--- src/verilog/fetch_pkg.sv ---
`default_nettype none

package fetch_pkg;

    // architectural widths
    localparam int XLEN = 64;
    localparam int ILEN = 32;

    // an instruction address
    typedef logic [XLEN-1:0] pc_t;

    // an instruction word
    typedef logic [ILEN-1:0] insn_t;

    // one instruction handed to decode, also the fetch buffer payload
    typedef struct packed {
        pc_t   pc;
        insn_t insn;
    } fetch_rsp_t;

    // one outstanding memory request, tagged with the path it was fetched on
    typedef struct packed {
        pc_t  pc;
        logic epoch;
    } inflight_t;

    // pc after reset
    localparam pc_t RESET_PC = 64'h0000_0000_8000_0000;

    // sequential fetch stride, no compressed instructions
    localparam pc_t PC_STEP = 64'd4;

    // request slots the memory grants after reset
    localparam int IMEM_CREDITS = 4;

    // items decode can absorb after reset
    localparam int DEC_CREDITS = 2;

    // buffer capacity, also bounds in-flight plus buffered entries
    localparam int FBUF_DEPTH = 4;
    localparam int FBUF_PTR_W = $clog2(FBUF_DEPTH);

    // occupancy and credit counters, wide enough to hold FBUF_DEPTH
    localparam int CNT_W = 3;

endpackage

`default_nettype wire

--- src/verilog/sync_fifo.sv ---
`default_nettype none

module sync_fifo import fetch_pkg::*; #(
    parameter type T = logic
) (
    input  wire logic             clk,
    input  wire logic             rst_n,
    input  wire logic             flush,
    input  wire logic             push,
    input  wire T                 push_data,
    input  wire logic             pop,
    output T                      pop_data,
    output logic                  empty,
    output logic [CNT_W-1:0]      count
);

    T                      mem [FBUF_DEPTH];
    logic [FBUF_PTR_W-1:0] wr_ptr;
    logic [FBUF_PTR_W-1:0] rd_ptr;
    logic                  full;

    assign empty    = (count == '0);
    assign full     = (count == CNT_W'(FBUF_DEPTH));
    assign pop_data = mem[rd_ptr];

    // storage, written only on an accepted push
    always_ff @(posedge clk) begin
        if (push && !flush) begin
            mem[wr_ptr] <= push_data;
        end
    end

    // pointers wrap naturally, depth is a power of two
    always_ff @(posedge clk or negedge rst_n) begin
        if (!rst_n) begin
            wr_ptr <= '0;
            rd_ptr <= '0;
            count  <= '0;
        end else if (flush) begin
            wr_ptr <= '0;
            rd_ptr <= '0;
            count  <= '0;
        end else begin
            if (push) begin
                wr_ptr <= wr_ptr + 1'b1;
            end
            if (pop) begin
                rd_ptr <= rd_ptr + 1'b1;
            end
            count <= count + CNT_W'(push) - CNT_W'(pop);
        end
    end

    // producers must respect the occupancy bound
    a_no_overflow: assert property (
        @(posedge clk) disable iff (!rst_n)
        (push && !flush) |-> (!full || pop)
    );

    // consumers only pop what is there
    a_no_underflow: assert property (
        @(posedge clk) disable iff (!rst_n)
        (pop && !flush) |-> !empty
    );

endmodule

`default_nettype wire

--- src/verilog/pc_unit.sv ---
`default_nettype none

module pc_unit import fetch_pkg::*; (
    input  wire logic clk,
    input  wire logic rst_n,
    input  wire logic issue,
    input  wire logic redirect_valid,
    input  wire pc_t  redirect_pc,
    input  wire logic hold_start,
    input  wire logic hold_done,
    output pc_t       pc,
    output logic      epoch,
    output logic      fetch_allow
);

    typedef enum logic {
        RUN  = 1'b0,
        HOLD = 1'b1
    } hold_state_e;

    hold_state_e state;
    hold_state_e state_nxt;

    // fetch pc, redirect wins over sequential advance
    always_ff @(posedge clk or negedge rst_n) begin
        if (!rst_n) begin
            pc <= RESET_PC;
        end else if (redirect_valid) begin
            pc <= redirect_pc;
        end else if (issue) begin
            pc <= pc + PC_STEP;
        end
    end

    // one epoch per path, flips on every redirect
    always_ff @(posedge clk or negedge rst_n) begin
        if (!rst_n) begin
            epoch <= 1'b0;
        end else if (redirect_valid) begin
            epoch <= ~epoch;
        end
    end

    // long mul/div hold
    always_comb begin
        state_nxt = state;
        case (state)
            RUN: begin
                if (hold_start) begin
                    state_nxt = HOLD;
                end
            end
            HOLD: begin
                if (hold_done) begin
                    state_nxt = RUN;
                end
            end
            default: begin
                state_nxt = RUN;
            end
        endcase
    end

    always_ff @(posedge clk or negedge rst_n) begin
        if (!rst_n) begin
            state <= RUN;
        end else begin
            state <= state_nxt;
        end
    end

    // blocked already on the edge that samples hold_start
    assign fetch_allow = (state == RUN) && !hold_start;

    // issue logic lives in fetch_issue and must honour the hold
    a_no_issue_held: assert property (
        @(posedge clk) disable iff (!rst_n)
        (hold_start || state == HOLD) |-> !issue
    );

endmodule

`default_nettype wire

--- src/verilog/fetch_issue.sv ---
`default_nettype none

module fetch_issue import fetch_pkg::*; (
    input  wire logic             clk,
    input  wire logic             rst_n,
    input  wire pc_t              pc,
    input  wire logic             epoch,
    input  wire logic             fetch_allow,
    input  wire logic             redirect_valid,
    output logic                  issue,
    output logic                  imem_req_valid,
    output pc_t                   imem_req_addr,
    input  wire logic             imem_credit,
    input  wire logic             imem_rsp_valid,
    input  wire insn_t            imem_rsp_insn,
    input  wire logic [CNT_W-1:0] buf_count,
    output logic                  buf_push,
    output fetch_rsp_t            buf_data
);

    logic [CNT_W-1:0] credit_cnt;
    logic [CNT_W-1:0] infl_count;
    logic [CNT_W-1:0] stale_cnt;
    logic [CNT_W:0]   occupancy;
    logic             infl_empty;
    inflight_t        infl_new;
    inflight_t        infl_head;
    logic             rsp_keep;

    assign occupancy = infl_count + buf_count;

    assign issue = fetch_allow && (credit_cnt != '0) && (occupancy < FBUF_DEPTH)
                   && !redirect_valid;

    assign infl_new = '{pc: pc, epoch: epoch};

    // pcs of outstanding requests, memory answers in order
    sync_fifo #(
        .T (inflight_t)
    ) u_inflight (
        .clk       (clk),
        .rst_n     (rst_n),
        .flush     (1'b0),
        .push      (issue),
        .push_data (infl_new),
        .pop       (imem_rsp_valid),
        .pop_data  (infl_head),
        .empty     (infl_empty),
        .count     (infl_count)
    );

    always_ff @(posedge clk or negedge rst_n) begin
        if (!rst_n) begin
            imem_req_valid <= 1'b0;
            credit_cnt     <= CNT_W'(IMEM_CREDITS);
        end else begin
            imem_req_valid <= issue;
            credit_cnt     <= credit_cnt - CNT_W'(issue) + CNT_W'(imem_credit);
        end
    end

    always_ff @(posedge clk) begin
        if (issue) begin
            imem_req_addr <= pc;
        end
    end

    // a single epoch bit aliases after two redirects with requests still out,
    // so also count the entries that were in flight at the last redirect
    always_ff @(posedge clk or negedge rst_n) begin
        if (!rst_n) begin
            stale_cnt <= '0;
        end else if (redirect_valid) begin
            stale_cnt <= infl_count - CNT_W'(imem_rsp_valid);
        end else if (imem_rsp_valid && stale_cnt != '0) begin
            stale_cnt <= stale_cnt - 1'b1;
        end
    end

    assign rsp_keep = (infl_head.epoch == epoch) && (stale_cnt == '0);

    // nothing enters the buffer on the flush edge
    assign buf_push = imem_rsp_valid && rsp_keep && !redirect_valid;
    assign buf_data = '{pc: infl_head.pc, insn: imem_rsp_insn};

    // memory never gives back more slots than it granted
    a_credit_bound: assert property (
        @(posedge clk) disable iff (!rst_n)
        credit_cnt <= CNT_W'(IMEM_CREDITS)
    );

    // a response always has a matching request
    a_rsp_has_req: assert property (
        @(posedge clk) disable iff (!rst_n)
        imem_rsp_valid |-> !infl_empty
    );

endmodule

`default_nettype wire

--- src/verilog/fetch_buffer.sv ---
`default_nettype none

module fetch_buffer import fetch_pkg::*; (
    input  wire logic       clk,
    input  wire logic       rst_n,
    input  wire logic       redirect_valid,
    input  wire logic       buf_push,
    input  wire fetch_rsp_t buf_data,
    output logic [CNT_W-1:0] buf_count,
    output logic            out_valid,
    output fetch_rsp_t      out_rsp,
    input  wire logic       out_credit
);

    logic [CNT_W-1:0] dec_credits;
    logic             buf_empty;
    logic             buf_pop;
    fetch_rsp_t       buf_head;

    sync_fifo #(
        .T (fetch_rsp_t)
    ) u_fbuf (
        .clk       (clk),
        .rst_n     (rst_n),
        .flush     (redirect_valid),
        .push      (buf_push),
        .push_data (buf_data),
        .pop       (buf_pop),
        .pop_data  (buf_head),
        .empty     (buf_empty),
        .count     (buf_count)
    );

    // send one per cycle while decode has room
    assign buf_pop = !buf_empty && (dec_credits != '0) && !redirect_valid;

    always_ff @(posedge clk or negedge rst_n) begin
        if (!rst_n) begin
            out_valid   <= 1'b0;
            dec_credits <= CNT_W'(DEC_CREDITS);
        end else begin
            out_valid   <= buf_pop;
            dec_credits <= dec_credits - CNT_W'(buf_pop) + CNT_W'(out_credit);
        end
    end

    always_ff @(posedge clk) begin
        if (buf_pop) begin
            out_rsp <= buf_head;
        end
    end

    // decode returns no more than it was given
    a_dec_credit_bound: assert property (
        @(posedge clk) disable iff (!rst_n)
        dec_credits <= CNT_W'(DEC_CREDITS)
    );

endmodule

`default_nettype wire

--- src/verilog/fetch_top.sv ---
`default_nettype none

module fetch_top import fetch_pkg::*; (
    input  wire logic  clk,
    input  wire logic  rst_n,

    // instruction memory
    output logic       imem_req_valid,
    output pc_t        imem_req_addr,
    input  wire logic  imem_credit,
    input  wire logic  imem_rsp_valid,
    input  wire insn_t imem_rsp_insn,

    // decode
    output logic       out_valid,
    output fetch_rsp_t out_rsp,
    input  wire logic  out_credit,

    // execute
    input  wire logic  redirect_valid,
    input  wire pc_t   redirect_pc,
    input  wire logic  hold_start,
    input  wire logic  hold_done
);

    pc_t              pc;
    logic             epoch;
    logic             fetch_allow;
    logic             issue;
    logic             buf_push;
    fetch_rsp_t       buf_data;
    logic [CNT_W-1:0] buf_count;

    pc_unit u_pc_unit (
        .clk            (clk),
        .rst_n          (rst_n),
        .issue          (issue),
        .redirect_valid (redirect_valid),
        .redirect_pc    (redirect_pc),
        .hold_start     (hold_start),
        .hold_done      (hold_done),
        .pc             (pc),
        .epoch          (epoch),
        .fetch_allow    (fetch_allow)
    );

    fetch_issue u_fetch_issue (
        .clk            (clk),
        .rst_n          (rst_n),
        .pc             (pc),
        .epoch          (epoch),
        .fetch_allow    (fetch_allow),
        .redirect_valid (redirect_valid),
        .issue          (issue),
        .imem_req_valid (imem_req_valid),
        .imem_req_addr  (imem_req_addr),
        .imem_credit    (imem_credit),
        .imem_rsp_valid (imem_rsp_valid),
        .imem_rsp_insn  (imem_rsp_insn),
        .buf_count      (buf_count),
        .buf_push       (buf_push),
        .buf_data       (buf_data)
    );

    fetch_buffer u_fetch_buffer (
        .clk            (clk),
        .rst_n          (rst_n),
        .redirect_valid (redirect_valid),
        .buf_push       (buf_push),
        .buf_data       (buf_data),
        .buf_count      (buf_count),
        .out_valid      (out_valid),
        .out_rsp        (out_rsp),
        .out_credit     (out_credit)
    );

endmodule

`default_nettype wire

--- config.mk ---
export PLATFORM = sky130hd
export DESIGN_NAME = fetch_top
export DESIGN_NICKNAME = d
export VERILOG_FILES = /design/src/verilog/fetch_pkg.sv /design/src/verilog/sync_fifo.sv /design/src/verilog/pc_unit.sv /design/src/verilog/fetch_issue.sv /design/src/verilog/fetch_buffer.sv /design/src/verilog/fetch_top.sv
export SDC_FILE = /design/constraint.sdc
export NUM_CORES = 1
export LEC_CHECK = 0
export BUFFER_PORTS_ARGS = -buffer_cell sky130_fd_sc_hd__buf_4
export CORE_ASPECT_RATIO = 0.8
export CORE_MARGIN = 2
export CORE_UTILIZATION = 44
export DETAILED_ROUTE_END_ITERATION = 10
export SLEW_MARGIN = 20
export SYNTH_ARGS = -nofsm -noshare
export SYNTH_HDL_FRONTEND = slang
export SYNTH_SLANG_ARGS = --single-unit
--- constraint.sdc ---
create_clock -name clk -period 17.5 [get_ports clk]
set_input_delay 1.75 -clock clk [delete_from_list [all_inputs] [get_ports clk]]
set_output_delay 1.75 -clock clk [all_outputs]
set_load 0.03 [all_outputs]
# Word level (Yosys, flattened, before mapping)
# Memory sizes are Yosys's and may differ from the RTL's. A register that Yosys moved wholly into a read port is not among the register bits.
# Index checks and enable logic that the tools add are counted.
classes:
  addsub: 16
  order_cmp: 1
  eq_ne: 1
  mux: 16
  bitwise: 2
  reduce_logical: 23
op_table:
  columns: ["op", "count"]
  rows:
  - ["64-bit two-way mux", 2]
  - ["64-bit by 3-bit adder with 64-bit output (second input constant)", 1]
  - ["3-bit by 1-bit subtractor with 3-bit output", 5]
  - ["3-bit by 1-bit adder with 3-bit output", 4]
  - ["1-bit logical AND", 11]
  - ["3-bit two-way mux", 3]
  - ["3-bit nonzero test", 3]
  - ["2-bit by 1-bit adder with 2-bit output (second input constant)", 4]
  - ["2-bit two-way mux", 4]
  - ["2-bit nonzero test", 4]
  - ["3-bit logical NOT", 2]
  - ["1-bit two-way mux", 6]
  - ["3-bit by 3-bit adder with 4-bit output", 1]
  - ["4-bit by 3-bit < comparator with 1-bit output (second input constant)", 1]
  - ["1-bit logical NOT", 3]
  - ["3-bit by 1-bit subtractor with 3-bit output (second input constant)", 1]
  - ["1-bit inverter", 2]
  - ["1-bit case mux with 2 select lines", 1]
  - ["1-bit equality test", 1]
totals:
  ff_bits: 155
  ram_bits: 644
  in_bits: 104
  word_cells: 76
  mem_count: 2
mem_list:
  columns: ["name", "depth", "width", "rd", "rd_clocked_by_memory_dff", "wr", "line", "source"]
  rows:
  - ["u_fetch_buffer.u_fbuf.mem", 4, 96, 1, 1, 1, "sync_fifo.sv:17", "T mem [FBUF_DEPTH];"]
  - ["u_fetch_issue.u_inflight.mem", 4, 65, 1, 0, 1, "sync_fifo.sv:17", null]

# Logic depth before layout (Yosys ltp)
# Gate-level depths: netlist of run 1.
# An unclocked memory read counts as a cell.
logic_depth:
  word_depth: 8
  depth_mapped: 13
  depth_no_buf: 13

# Modules after synthesis
# Synthesis of run 1 repeated with hierarchy kept, for this count alone.
hier_totals:
  cells_unflattened: 1638
  area_unflattened_um2: 33842.5
modules_own_cells:
  columns: ["mod", "n_inst", "cells_per_inst", "area_per_inst_um2", "seq_area_each_um2"]
  rows:
  - ["sync_fifo (u_fetch_buffer.u_fbuf)", 1, 540, 14267.4, 11706.2]
  - ["sync_fifo (u_fetch_issue.u_inflight)", 1, 378, 9821.9, 7982.7]
  - ["pc_unit", 1, 467, 4026.4, 1652.8]
  - ["fetch_buffer", 1, 111, 3071.7, 2984.1]
  - ["fetch_issue", 1, 142, 2655.0, 2098.3]

# Worst setup path before layout of run 1
# Ideal clock, no wire load.
synth_path:
  path_type: "input-to-reg"
  startpoint: "input port redirect_valid"
  endpoint: "register u_fetch_buffer.u_fbuf.count[2]"
  arrival_ns: 11.045
  required_time_ns: 17.368
  setup_slack_ns: 6.323
  path_stages: 12
  cell_sequence: "clkbuf_1 buf_1 clkbuf_1 nor3_1 ha_1 inv_1 ha_1 inv_1 fa_1 xor2_1 xnor2_1 nor2_1"
synth_via:
  elab_cells_between_ends: 6
synth_lines:
  columns: ["element", "line", "source"]
  rows:
  - ["start, declared", "fetch_top.sv:20", "input wire logic redirect_valid,"]
  - ["1-bit logical NOT", "fetch_buffer.sv:35", "assign buf_pop = !buf_empty && (dec_credits != '0) && !redirect_valid;"]
  - ["1-bit logical AND", "fetch_buffer.sv:35", null]
  - ["named net u_fetch_buffer.buf_pop", "fetch_buffer.sv:17", "logic buf_pop;"]
  - ["3-bit by 1-bit subtractor with 3-bit output", "sync_fifo.sv:50", "count <= count + CNT_W'(push) - CNT_W'(pop);"]
  - ["3-bit two-way mux", "sync_fifo.sv:39", "end else if (flush) begin"]
  - ["end signal, assigned", "sync_fifo.sv:50", null]
  - ["end, declared", "sync_fifo.sv:14", "output logic [CNT_W-1:0] count"]
# The timed path passes the listed nets, and every way through them passes these cells.
# A chain may end at the register's enable or synchronous reset.

# Worst setup path after layout of run 1
layout_path:
  startpoint: "input port hold_start"
  endpoint: "memory u_fetch_issue.u_inflight.mem[0][63] (netlist bit) (enable)"
layout_via:
  elab_chain_len: 7
layout_rtl:
  columns: ["element", "line", "source"]
  rows:
  - ["start, declared", "fetch_top.sv:22", "input wire logic hold_start,"]
  - ["1-bit logical NOT", "pc_unit.sv:73", "assign fetch_allow = (state == RUN) && !hold_start;"]
  - ["1-bit logical AND", "pc_unit.sv:73", null]
  - ["1-bit logical AND (2 in a row)", "fetch_issue.sv:32", "assign issue = fetch_allow && (credit_cnt != '0) && (occupancy < FBUF_DEPTH)"]
  - ["1-bit logical AND", "fetch_issue.sv:33", "&& !redirect_valid;"]
  - ["named net issue", "fetch_top.sv:29", "logic issue;"]
  - ["1-bit two-way mux", "sync_fifo.sv:28", "if (push && !flush) begin"]
  - ["1-bit two-way mux (not written as such)", "sync_fifo.sv:29", "mem[wr_ptr] <= push_data;"]
  - ["end, declared", "sync_fifo.sv:17", null]
# The timed path passes the listed nets, and every way through them passes these cells.

==> reports/qor.yml, run 1 <==
slew_headroom: 0.2617
worst_pin_slew_ns: 1.108
ys_warn_count: 0
maxCapViolCount: 0
clk-insertion-delay-late_ns: 0.64
end_kind: "flop"
rows: 90
cp_cell_sequence: "buf_4 -> or4_4 -> nor2_1 -> nand2_1 -> nor2_4 -> buf_4 -> and2_4"
grt_max_degree: 72
drc_errors: 0
io-pin-count: 266
vias_per_cell: 5.479
syn_to_final_growth_pct: 17.93
synth_cells: 1602
fp.coreArea_sq_um: 75220
sequentialPowerShare: 0.500
cts_setup_buffers: 0
wl_met2_um: 34730
yosysSeqAreaShare: 0.7917
critical-path-top-delay-family: "simple AND/OR/NAND/NOR gates"
worstPathArrival_ns: 4.80
fp.dieH_um: 250.3
syn_avg_cell_area_sq_um: 20.83
dieArea_sq_um: 78090
crit_path_top_delay_cell: "and2_4"
p_int_uw: 4163
status: "finished clean"
dp_hpwl_um: 44800
pwr-share-comb: 0.179
antenna_cells: 0
layout_common_cells: "804 x edfxtp_1, 281 x buf_4, 161 x mux4_2, 91 x clkbuf_16, 84 x dfrtp_1"
hold_viol_final: 0
antenna_left: 0
grt_pass1_vias: 16669
cts_made_buffers: 87
leakagePower_uw: 0.01304
cts_root_buffer: "clkbuf_16"
h-tree-depth: 3
critPathMaxFanout: 65
seqCellArea_sq_um: 26440
pre_cts_slack_ns: 12.26
ys_dominant_reg_cell: "edfxtp_1"
drtPass1Iterations: 5
hp-class: "reg2reg"
ys_types: 51
sw_frac_of_total: 0.2724
numPortBuffers: 265
cts_tree: "done"
place.gp.congestion: 0.7850
nFillCells: 6002
route.met3.wl_um: 3873
async_flop_share: 0.1017
clkPwrFrac: 0.320
layout_setup_ws_ns: 12.94
power_density_nw_per_um2: 145.4
wire_per_inst_um: 24.30
drive_gt1_frac: 0.3026
p_sw_uw: 1558
grt.overflow.total: 0
ctsResizeCount: 0
m1WireLength_um: 32720
highest_layer: "met4"
fin_crit_sh: 0.2605
ys_ff_latch: 895
cts.sinks: 895
grt_setup_unrepaired: "false"
synth_edf_count: 804
path_class: "in2reg"
cp.buffers_inverters: 2
power_uw: 5721
max_freq_mhz: 219.4
first_iter_violations: 1425
grt_pass1_wl_um: 107800
drv_slew: 0
synth_area_sq_um: 33380
setup_viol: 0
path_clk_slew_ns: 0.06
period_needed_ns: 4.558
drt_wl_total_um: 72770
die_w_um: 311.9
cts.path.max_buffers: 3
critical_path.most_common_cell: "buf_4"
multi_input_area_sq_um: 6603
tns_ns: 0
syn_nets: 1733
hold_buffers: 0
cp.required_ns: 17.74
grt_use_total: 0.1862
cp-start-kind: "input port"
vias: 16409
fin_nets: 2042
peakVddDrop_mv: 0.09316
skew_ns: 0.02345
antenna_found_initial: 0
start_util: 0.4437
layout_commonest_cell: "edfxtp_1"
critPathMaxStageDelay_ns: 0.94
## area by class of cell
| class | count | share of cell area |
|---|---|---|
| sequential | 895 | 0.6717 |
| multi-input combinational | 615 | 0.1678 |
| clock inverter | 41 | 0.008965 |
| tap | 1012 | 0.03217 |
| inverter | 30 | 0.002861 |
| clock buffer | 120 | 0.06240 |
| timing repair buffer | 282 | 0.05411 |
## flip-flops by register name, summed over array words and instances, names as in the netlist
signal / count
u_fetch_buffer.u_fbuf.mem: 384
u_fetch_issue.u_inflight.mem: 260
u_fetch_buffer.out_rsp: 96
u_fetch_issue.imem_req_addr: 64
u_pc_unit.pc: 64
u_fetch_buffer.dec_credits: 3
u_fetch_buffer.u_fbuf.count: 3
u_fetch_issue.credit_cnt: 3
u_fetch_issue.stale_cnt: 3
u_fetch_issue.u_inflight.count: 3
u_fetch_buffer.u_fbuf.rd_ptr: 2
u_fetch_buffer.u_fbuf.wr_ptr: 2
u_fetch_issue.u_inflight.rd_ptr: 2
u_fetch_issue.u_inflight.wr_ptr: 2
u_fetch_buffer.out_valid: 1
u_fetch_issue.imem_req_valid: 1
u_pc_unit.epoch: 1
u_pc_unit.state: 1
## power groups by stage
stage	Sequential (uW)	Clock (uW)	Combinational, uW
6_report	2860	1830	1030
5_1_grt	2890	1950	1100
4_1_cts	2870	1870	1050
3_5_place_dp	2910	0	1050
3_3_place_gp	2910	0	1020
2_1_floorplan	2950	0	614
## stage by stage
| stage | utilization | std cells | cell area, sq um | hold slack (ns) |
|---|---|---|---|---|
| finish | 0.5232 | 2995 | 39360 | 0.5500 |
| global route | 0.5232 | 2995 | 39360 | 0.5652 |
| CTS | 0.5230 | 2994 | 39340 | 0.5450 |
| detailed placement | 0.4856 | 2833 | 36530 | 0.5364 |
| global placement | 0.4856 | 2833 | 36530 | 0.5371 |
| floorplan | - | 1602 | 33380 | 0.4632 |
## kinds of logic (layout without fill, tap and decap cells)
| family | after synthesis | in the layout | share of synthesized area |
|---|---|---|---|
| AO/OA/AOI/OAI | 108 | 108 | 0.02006 |
| XOR/XNOR | 39 | 39 | 0.01023 |
| adder cells (fa/ha/maj) | 27 | 27 | 0.01102 |
| buffers and inverters | 92 | 473 | 0.01143 |
| flip-flops | 895 | 895 | 0.7917 |
| multiplexers | 167 | 167 | 0.1106 |
| AND/OR/NAND/NOR | 274 | 274 | 0.04499 |
## worst register-to-register path, cell delays in order, from the launching register on
cell     delay [ns]
dfrtp_4        1.12
mux4_2         0.44
xor2_1         0.15
or3b_2         0.53
nor2_1         0.28
and2_4         0.69
buf_4          0.82
## routing by layer
layer	up-vias	global-route usage
li1	7182	-
met1	8662	0.2709
met2	465	0.2943
met3	100	0.03221
met4	0	0.04835
met5	-	0
## final timing paths
path                                                        to  slack (ns)  cells after the start                                from
min in group asynchronous                      u_pc_unit.state        1.00                      1                               rst_n
hold reg to reg              u_fetch_issue.u_inflight.count[2]        0.55                      1   u_fetch_issue.u_inflight.count[2]
setup reg to reg               u_fetch_buffer.u_fbuf.mem[1][5]       12.98                      6  u_fetch_issue.u_inflight.rd_ptr[1]
max in group asynchronous      u_fetch_buffer.u_fbuf.rd_ptr[1]       15.08                      2                               rst_n
hold / removal               u_fetch_issue.u_inflight.count[2]        0.55                      1   u_fetch_issue.u_inflight.count[2]
setup / recovery           u_fetch_issue.u_inflight.mem[0][63]       12.94                      7                          hold_start
## synthesized netlist by cell type (3+ instances only)
master	instances	area share
and2_1	13	0.0024
and4_1	7	0.0018
ha_1	23	0.0086
nor3_1	10	0.0015
inv_1	30	0.0034
fa_1	4	0.0024
mux2_2	3	0.0010
nor4_1	7	0.0013
clkbuf_1	36	0.0040
nand4_1	30	0.0056
nor2b_1	3	0.00056
a21oi_1	3	0.00045
or4_1	20	0.0045
nand2_1	49	0.0055
dfstp_2	3	0.0024
xor2_1	23	0.0060
nand3_1	32	0.0048
o21ai_0	41	0.0061
mux2i_1	3	0.00090
mux4_2	161	0.11
dfrtp_1	88	0.066
or2_2	4	0.00075
buf_2	3	0.00045
o31ai_1	18	0.0040
a31oi_1	34	0.0064
or3_1	21	0.0039
nor2_1	55	0.0062
buf_1	18	0.0020
nand2b_1	5	0.00094
xnor2_1	16	0.0042
and3_1	9	0.0017
edfxtp_1	804	0.72
o31a_1	3	0.00079
No activity file was read; power rests on OpenSTA's default activity.
==> run 2, diff against run 1 <==
Settings changed: ABC_AREA set to 1.
Clock period 17.5 ns to 4.05 ns, I/O delays scaled along.
==> run 2 against run 1 <==
Compared with the run above:
- hold slack worse by 0.52 ns
- design area rose by 6.7%
- global-route usage grew 3.4 points
- critical endpoint is now u_fetch_buffer.u_fbuf.mem[2][82]
- area after synthesis increased by 4.6%
- register-to-register slack lost 12 ns
- power rose to 5.0 times the previous value
- sequential cell count stayed put
- highest routed layer unchanged
- sequential power increased to 4.5 times the previous value
- synthesized cell count increased by 68%
==> reports/qor.yml, run 2 <==
io-pin-count: 266  # unchanged
clk-insertion-delay-late_ns: 0.65  # about the same
wire_per_inst_um: 21.71  # -11%
syn_avg_cell_area_sq_um: 12.93  # -38%
synth_cells: 2699  # +68%
critical_path.most_common_cell: "nand2_1"
ys_ff_latch: 895  # unchanged
antenna_left: 0  # unchanged
yosys.area_share.simple: 0.1128  # +0.06783
hp-class: "in2reg"
fp.dieH_um: 255.9  # +2.2%
numPortBuffers: 265  # unchanged
synth_mux_area_frac: 0  # -0.1106
cts.sinks: 895  # unchanged
grt_pass1_wl_um: 135300  # +25%
syn_nets: 2830  # +63%
peakVddDrop_mv: 0.3675  # +290%
ys_types: 35  # -31%
reg_top3: "u_fetch_buffer.u_fbuf.mem x384, u_fetch_issue.u_inflight.mem x260, u_fetch_buffer.out_rsp x96"
yosys.area.top_type: "edfxtp_1"
skew_ns: 0.02105  # -0.002399 ns
dp_hpwl_um: 55540  # +24%
syn_to_final_growth_pct: 20.37
regToRegSetupSlack_ns: 0.82  # -12.16 ns
synth_fa_ha_area_frac: 0.01054  # -0.0004824
largest_reg_flops: 384  # unchanged
cp_cell_sequence: "clkinv_2 -> nand2_1 -> nand3_1 -> nand2_1 -> or2_2 -> nand4_2 -> nor2_4 -> buf_4"
min_delay_worst_endpoint: "u_pc_unit.pc[10]"
async_flop_share: 0.1017  # unchanged
path_class: "reg2reg"
maxCapViolCount: 0  # unchanged
yosysSeqAreaShare: 0.7571  # -0.03465
ys_warn_count: 0  # unchanged
first_iter_violations: 2061  # +45%
path_clk_slew_ns: 0.06  # about the same
synth_top_family_by_area: "simple AND/OR/NAND/NOR gates"
fin_nets: 3172  # +55%
cts.path.max_buffers: 3  # unchanged
synth_edf_count: 804  # unchanged
grt_max_degree: 193  # +170%
synth_xor_area_frac: 0.01054  # +0.0003048
worstRegToRegCells: 8  # +2
layout_common_cells: "804 x edfxtp_1, 444 x nor2_1, 378 x nand2_1, 341 x o21ai_0, 294 x buf_4"
start_util: 0.4439  # about the same
critical-path-top-delay-family: "buffers and inverters"
rr_startpoint: "u_fetch_issue.u_inflight.rd_ptr[0]"
fin_cells: 4148  # +38%
rows: 92  # +2.2%
synth_top_area_frac: 0.6917  # -0.03166
drc_errors: 0  # unchanged
slew_headroom: 0.3343  # +0.07265
cts_root_buffer: "clkbuf_16"
placed_cells: 3911  # +38%
antenna_found_initial: 1  # +1
drtPass1Iterations: 5  # unchanged
dieArea_sq_um: 81610  # +4.5%
power_density_nw_per_um2: 674.3  # +360%
cp.required_ns: 4.32  # -13.42 ns
period_needed_ns: 3.226
min_from: "redirect_pc[10]"
final_util: 0.5344  # +0.01115
cts_made_buffers: 90  # +3.4%
leakagePower_uw: 0.01480  # +14%
cp-start-kind: "flop"
worst_pin_slew_ns: 0.9985  # -0.1090 ns
vias_per_cell: 5.373  # -1.9%
cts_tree: "done"
ctsResizeCount: 0  # unchanged
grt_pass1_vias: 21660  # +30%
critPathMaxStageDelay_ns: 0.79  # -0.15 ns
status: "finished clean"
place.gp.congestion: 0.8888  # +13%
synth_common_cells: "804 x edfxtp_1, 453 x nor2_1, 378 x nand2_1"
worstPathArrival_ns: 3.49  # -1.31 ns
whs_path_depth: 3  # +2
grt_use_total: 0.2201  # +0.03382
synth_compound_area_frac: 0.08216  # +0.06211
synth_area_leaders: "edfxtp_1 69%, dfrtp_1 6.3%, o21ai_0 4.9%"
synth_most_common_cell: "edfxtp_1"
tns_ns: 0  # unchanged
hold_viol_final: 0  # unchanged
drv_slew: 0  # unchanged
ys_dominant_reg_cell: "edfxtp_1"
critPathMaxFanout: 54  # -17%
drive_gt1_frac: 0.1583  # -0.1443
die_w_um: 318.9  # +2.2%
drt_wl_total_um: 90050  # +24%
cp.buffers_inverters: 2  # unchanged
holdWs_ns: 0.03093  # -0.5191 ns
r2r-end: "u_fetch_buffer.u_fbuf.mem[2][82]"
synth_area_sq_um: 34900  # +4.6%
grt_setup_unrepaired: "false"
h-tree-depth: 3  # unchanged
end_kind: "flop"
max_freq_mhz: 310.0
fp.coreArea_sq_um: 78620  # +4.5%
setup_viol: 0  # unchanged
layout_commonest_cell: "edfxtp_1"
antenna_cells: 0  # unchanged
fin_crit_sh: 0.7966
top_register: "u_fetch_buffer.u_fbuf.mem"
crit_path_top_delay_cell: "dfrtp_4"
vias: 22289  # +36%
grt.overflow.total: 0  # unchanged
==> run 2: cell count changes after synthesis, sizes merged, moves of 14 or more <==
cell	delta
or3	-21
nand2	+337
or4	-21
clkbuf	+64
o31ai	-18
o22ai	+161
inv	+80
nand4	-14
a31oi	-34
nand3	+59
nor2	+417
mux4	-161
o21ai	+305
and2	-14
==> run 2: cell families (layout without fill, tap and decap cells) <==
logic type	Yosys count	in the layout
compound gates	525	525
xor+xnor	42	42
fa+ha+maj	27	27
buf+inv	237	652
flops	895	895
simple gates	973	973
==> run 2: through the flow <==
step | cell area [sq um] | worst slack (ns) | power (uW)
after global placement | 38170 | 0.8031 | 19510
after global routing | 42010 | 0.5578 | 29690
after CTS | 42010 | 0.8043 | 28560
after detailed placement | 38170 | 0.8116 | 19780
after floorplan | 34920 | -1.584 | 16950
final | 42010 | 0.8239 | 28330
==> run 2: layout make-up <==
type                    count  area [sq um]
well taps                1034          1294
fillers                  6539         36610
clock inverters            48         663.1
multi-input cells        1567          7609
clock buffers             117          2459
flip-flops and latches    895         26440
repair buffers            376          3128
inverters                 111         425.4
==> run 2: repair_timing <==
action / in CTS / in global routing
hold buffers: 72 / 0
hold endpoints to repair: 222 / 0
buffers inserted: 0 / 0
==> run 2: worst max path at each step <==
stage,startpoint,endpoint,slack (ns),depth (start not counted)
6_report,u_fetch_issue.u_inflight.rd_ptr[0],u_fetch_buffer.u_fbuf.mem[2][82],0.82,8
3_3_place_gp,u_fetch_issue.u_inflight.rd_ptr[0],u_fetch_buffer.u_fbuf.mem[2][2],0.80,8
3_5_place_dp,u_fetch_issue.u_inflight.rd_ptr[0],u_fetch_buffer.u_fbuf.mem[2][2],0.81,8
2_1_floorplan,u_fetch_issue.u_inflight.rd_ptr[0],u_fetch_buffer.u_fbuf.mem[0][0],-1.58,8
4_1_cts,u_fetch_issue.u_inflight.rd_ptr[0],u_fetch_buffer.u_fbuf.mem[2][1],0.80,8
5_1_grt,u_fetch_issue.u_inflight.rd_ptr[0],u_fetch_buffer.u_fbuf.count[2],0.56,12
==> run 2: per-layer routing <==
| layer | vias up | part of all wire | global-route usage |
|---|---|---|---|
| met5 | - | 0 | 0 |
| met4 | 0 | 0.025 | 0.06503 |
| met2 | 774 | 0.46 | 0.3440 |
| met3 | 150 | 0.064 | 0.03569 |
| met1 | 11025 | 0.45 | 0.3192 |
| li1 | 10340 | - | - |
==> run 2: report_power, final <==
group	switching, uW	internal, uW	leakage [uW]
sequential	924	11900	0.00838
combinational	4810	1930	0.00491
clock	3480	5250	0.00151
==> run 2: worst reg2reg max path, delay by kind of cell, from the launching register on <==
family                 cells  cell delay [ns]
AND/OR/NAND/NOR            6             0.94
buffers and inverters      2             1.05
flip-flops                 1             0.79
==> run 3, diff against run 2 <==
Settings changed: ABC_AREA 1 to 0.
Clock period 4.05 ns to 2.7 ns, I/O delays scaled along.
==> run 3 against run 2 <==
Compared with the run above:
- the flow now finishes with violations (negative setup slack)
- clock-buffer cell count is 5 lower
- global-route usage is 2.1 points lower
- non-clock buffer count grew 133
- maximum frequency increased by 13%
- register-to-register slack worse by 0.97 ns
- first-iteration DRC count down 12%
- critical path depth is 5 higher
- combinational power rose by 21%
- clock power up 37%
- sequential power grew 39%
- core utilization up 2.6 points
==> reports/qor.yml, run 3 (synthesized netlist as in run 1, its figures left out) <==
cts_tree: "done"
path_class: "reg2reg"
drive_gt1_frac: 0.3458  # +0.1875
numPortBuffers: 265  # unchanged
fin_area_sq_um: 42160  # +0.35%
status: "complete, but fails checks"
cp-start-kind: "flop"
worstPathArrival_ns: 3.39  # -0.10 ns
vias_per_cell: 5.466  # +1.7%
cp.buffers_inverters: 3  # +1
fp.dieH_um: 250.3  # -2.2%
hp-class: "in2async"
holdWs_ns: 0.2121  # +0.1812 ns
antenna_found_initial: 2  # +1
skew_ns: 0.02697  # +0.005924 ns
critical-path-top-delay-family: "adder cells"
h-tree-depth: 3  # unchanged
crit_path_top_delay_cell: "or4_4"
layout_commonest_cell: "edfxtp_1"
dp_hpwl_um: 50040  # -9.9%
grt_max_degree: 98  # -49%
grt_setup_unrepaired: "true"
fin_crit_sh: 1.053  # +0.2564
wire_per_inst_um: 24.38  # +12%
end_kind: "flop"
slew_headroom: 0.2810  # -0.05337
layout_common_cells: "804 x edfxtp_1, 353 x buf_4, 161 x mux4_2, 103 x dlygate4sd3_1, 90 x clkbuf_16"
worst_pin_slew_ns: 1.079  # +0.08005 ns
cp.required_ns: 3.25  # -1.07 ns
largest_reg_flops: 384  # unchanged
violations: "negative setup slack"
pre_cts_slack_ns: -0.2194  # -1.031 ns
critPathMaxStageDelay_ns: 0.55  # -0.24 ns
drv_slew: 0  # unchanged
place.gp.congestion: 0.8105  # -8.8%
die_w_um: 311.9  # -2.2%
antenna_left: 0  # unchanged
cp_cell_sequence: "ha_4 -> or4_4 -> nor2_4 -> nand2_2 -> nor2_4 -> inv_2 -> ha_4 -> inv_2 -> ha_4 -> inv_2 -> fa_2 -> xnor2_2 -> xnor2_1"
dpl-instance-area_sq_um: 37760  # -1.1%
tns_ns: -1.809  # -1.809 ns
grt_pass1_vias: 17861  # -18%
fin_nets: 2270  # -28%
r2r-end: "u_fetch_issue.u_inflight.count[2]"
drtPass1Iterations: 5  # unchanged
drt_wl_total_um: 78620  # -13%
power_uw: 38090  # +34%
cts_root_buffer: "clkbuf_16"
critPathMaxFanout: 2  # -96%
io-pin-count: 266  # unchanged
cts.path.max_buffers: 3  # unchanged
rr_startpoint: "u_fetch_buffer.u_fbuf.count[2]"
grt_use_total: 0.1990  # -0.02109
dieArea_sq_um: 78090  # -4.3%
vias: 17629  # -21%
first_iter_violations: 1812  # -12%
hold_viol_final: 0  # unchanged
fp.coreArea_sq_um: 75220  # -4.3%
reg_top3: "u_fetch_buffer.u_fbuf.mem x384, u_fetch_issue.u_inflight.mem x260, u_fetch_buffer.out_rsp x96"
maxCapViolCount: 0  # unchanged
grt_pass1_wl_um: 114800  # -15%
start_util: 0.4437  # about the same
layout_setup_ws_ns: -0.1430  # -0.9669 ns
drc_errors: 0  # unchanged
setup_viol: 40  # +40
worstRegToRegCells: 13  # +5
period_needed_ns: 2.843  # -0.3831 ns
syn_to_final_growth_pct: 26.32
grt.overflow.total: 0  # unchanged
path_clk_slew_ns: 0.06  # about the same
crit_start: "u_fetch_buffer.u_fbuf.count[2]"
top_register: "u_fetch_buffer.u_fbuf.mem"
cts_made_buffers: 88  # -2.2%
max_freq_mhz: 351.7  # +13%
power_density_nw_per_um2: 903.5  # +34%
rows: 90  # -2.2%
clk-insertion-delay-late_ns: 0.65  # about the same
peakVddDrop_mv: 0.5420  # +47%
regToRegSetupSlack_ns: -0.14  # -0.97 ns
leakagePower_uw: 0.01427  # -3.6%
cts.sinks: 895  # unchanged
[run 3: cell types whose count changed in the layout (fill, tap and decap cells not counted), sizes merged, moves of 100 or more]
| cell | before | now |
|---|---|---|
| buf | 304 | 404 |
| mux4 | 0 | 161 |
| nand2 | 386 | 49 |
| nor2 | 472 | 55 |
| o21ai | 346 | 41 |
| o22ai | 161 | 0 |
[run 3: through the flow]
stage	util	cells
global route	0.5604	3224
CTS	0.5550	3211
detailed placement	0.5020	2937
floorplan	-	1602
finish	0.5605	3225
global placement	0.5020	2937
[run 3: metal layers]
metal / wire length (um) / share of wire / global-route usage
met5: 0 / 0 / 0
met4: 2653 / 0.034 / 0.07102
met3: 5086 / 0.065 / 0.03709
met2: 36730 / 0.47 / 0.3074
met1: 34140 / 0.43 / 0.2858
[run 3: worst max path at each step]
stage,end,slack (ns),cells past startpoint
6_report,u_fetch_issue.u_inflight.count[2],-0.14,13
5_1_grt,u_fetch_issue.u_inflight.count[2],-0.25,13
4_1_cts,u_fetch_issue.u_inflight.count[2],-0.13,13
3_5_place_dp,u_fetch_issue.credit_cnt[2],-0.22,12
3_3_place_gp,u_fetch_issue.u_inflight.count[2],-0.14,13
2_1_floorplan,u_fetch_buffer.u_fbuf.count[2],-1.86,12
[run 3: power by group]
| part | switching, uW | internal (uW) |
|---|---|---|
| clock network | 5160 | 6860 |
| registers | 617 | 17300 |
| logic | 4720 | 3480 |
[run 3: what timing repair did]
item / CTS / global route
endpoints found under the setup margin: 532 / 41
hold buffers: 103 / 0
pin swaps: 7 / 51
gates resized for setup: 8 / 59
cloned: 0 / 3
setup buffers: 8 / 10
endpoints found under the hold margin: 235 / 0
[run 3: final cells by class]
class	count	area [sq um]
Fill cell	5741	33060
Inverter	30	112.6
Clock inverter	51	530.5
Sequential cell	895	26440
Clock buffer	112	2332
Tap cell	1012	1266
Timing Repair Buffer	509	4613
Multi-Input combinational cell	615	6863
Antenna cell	1	2.502
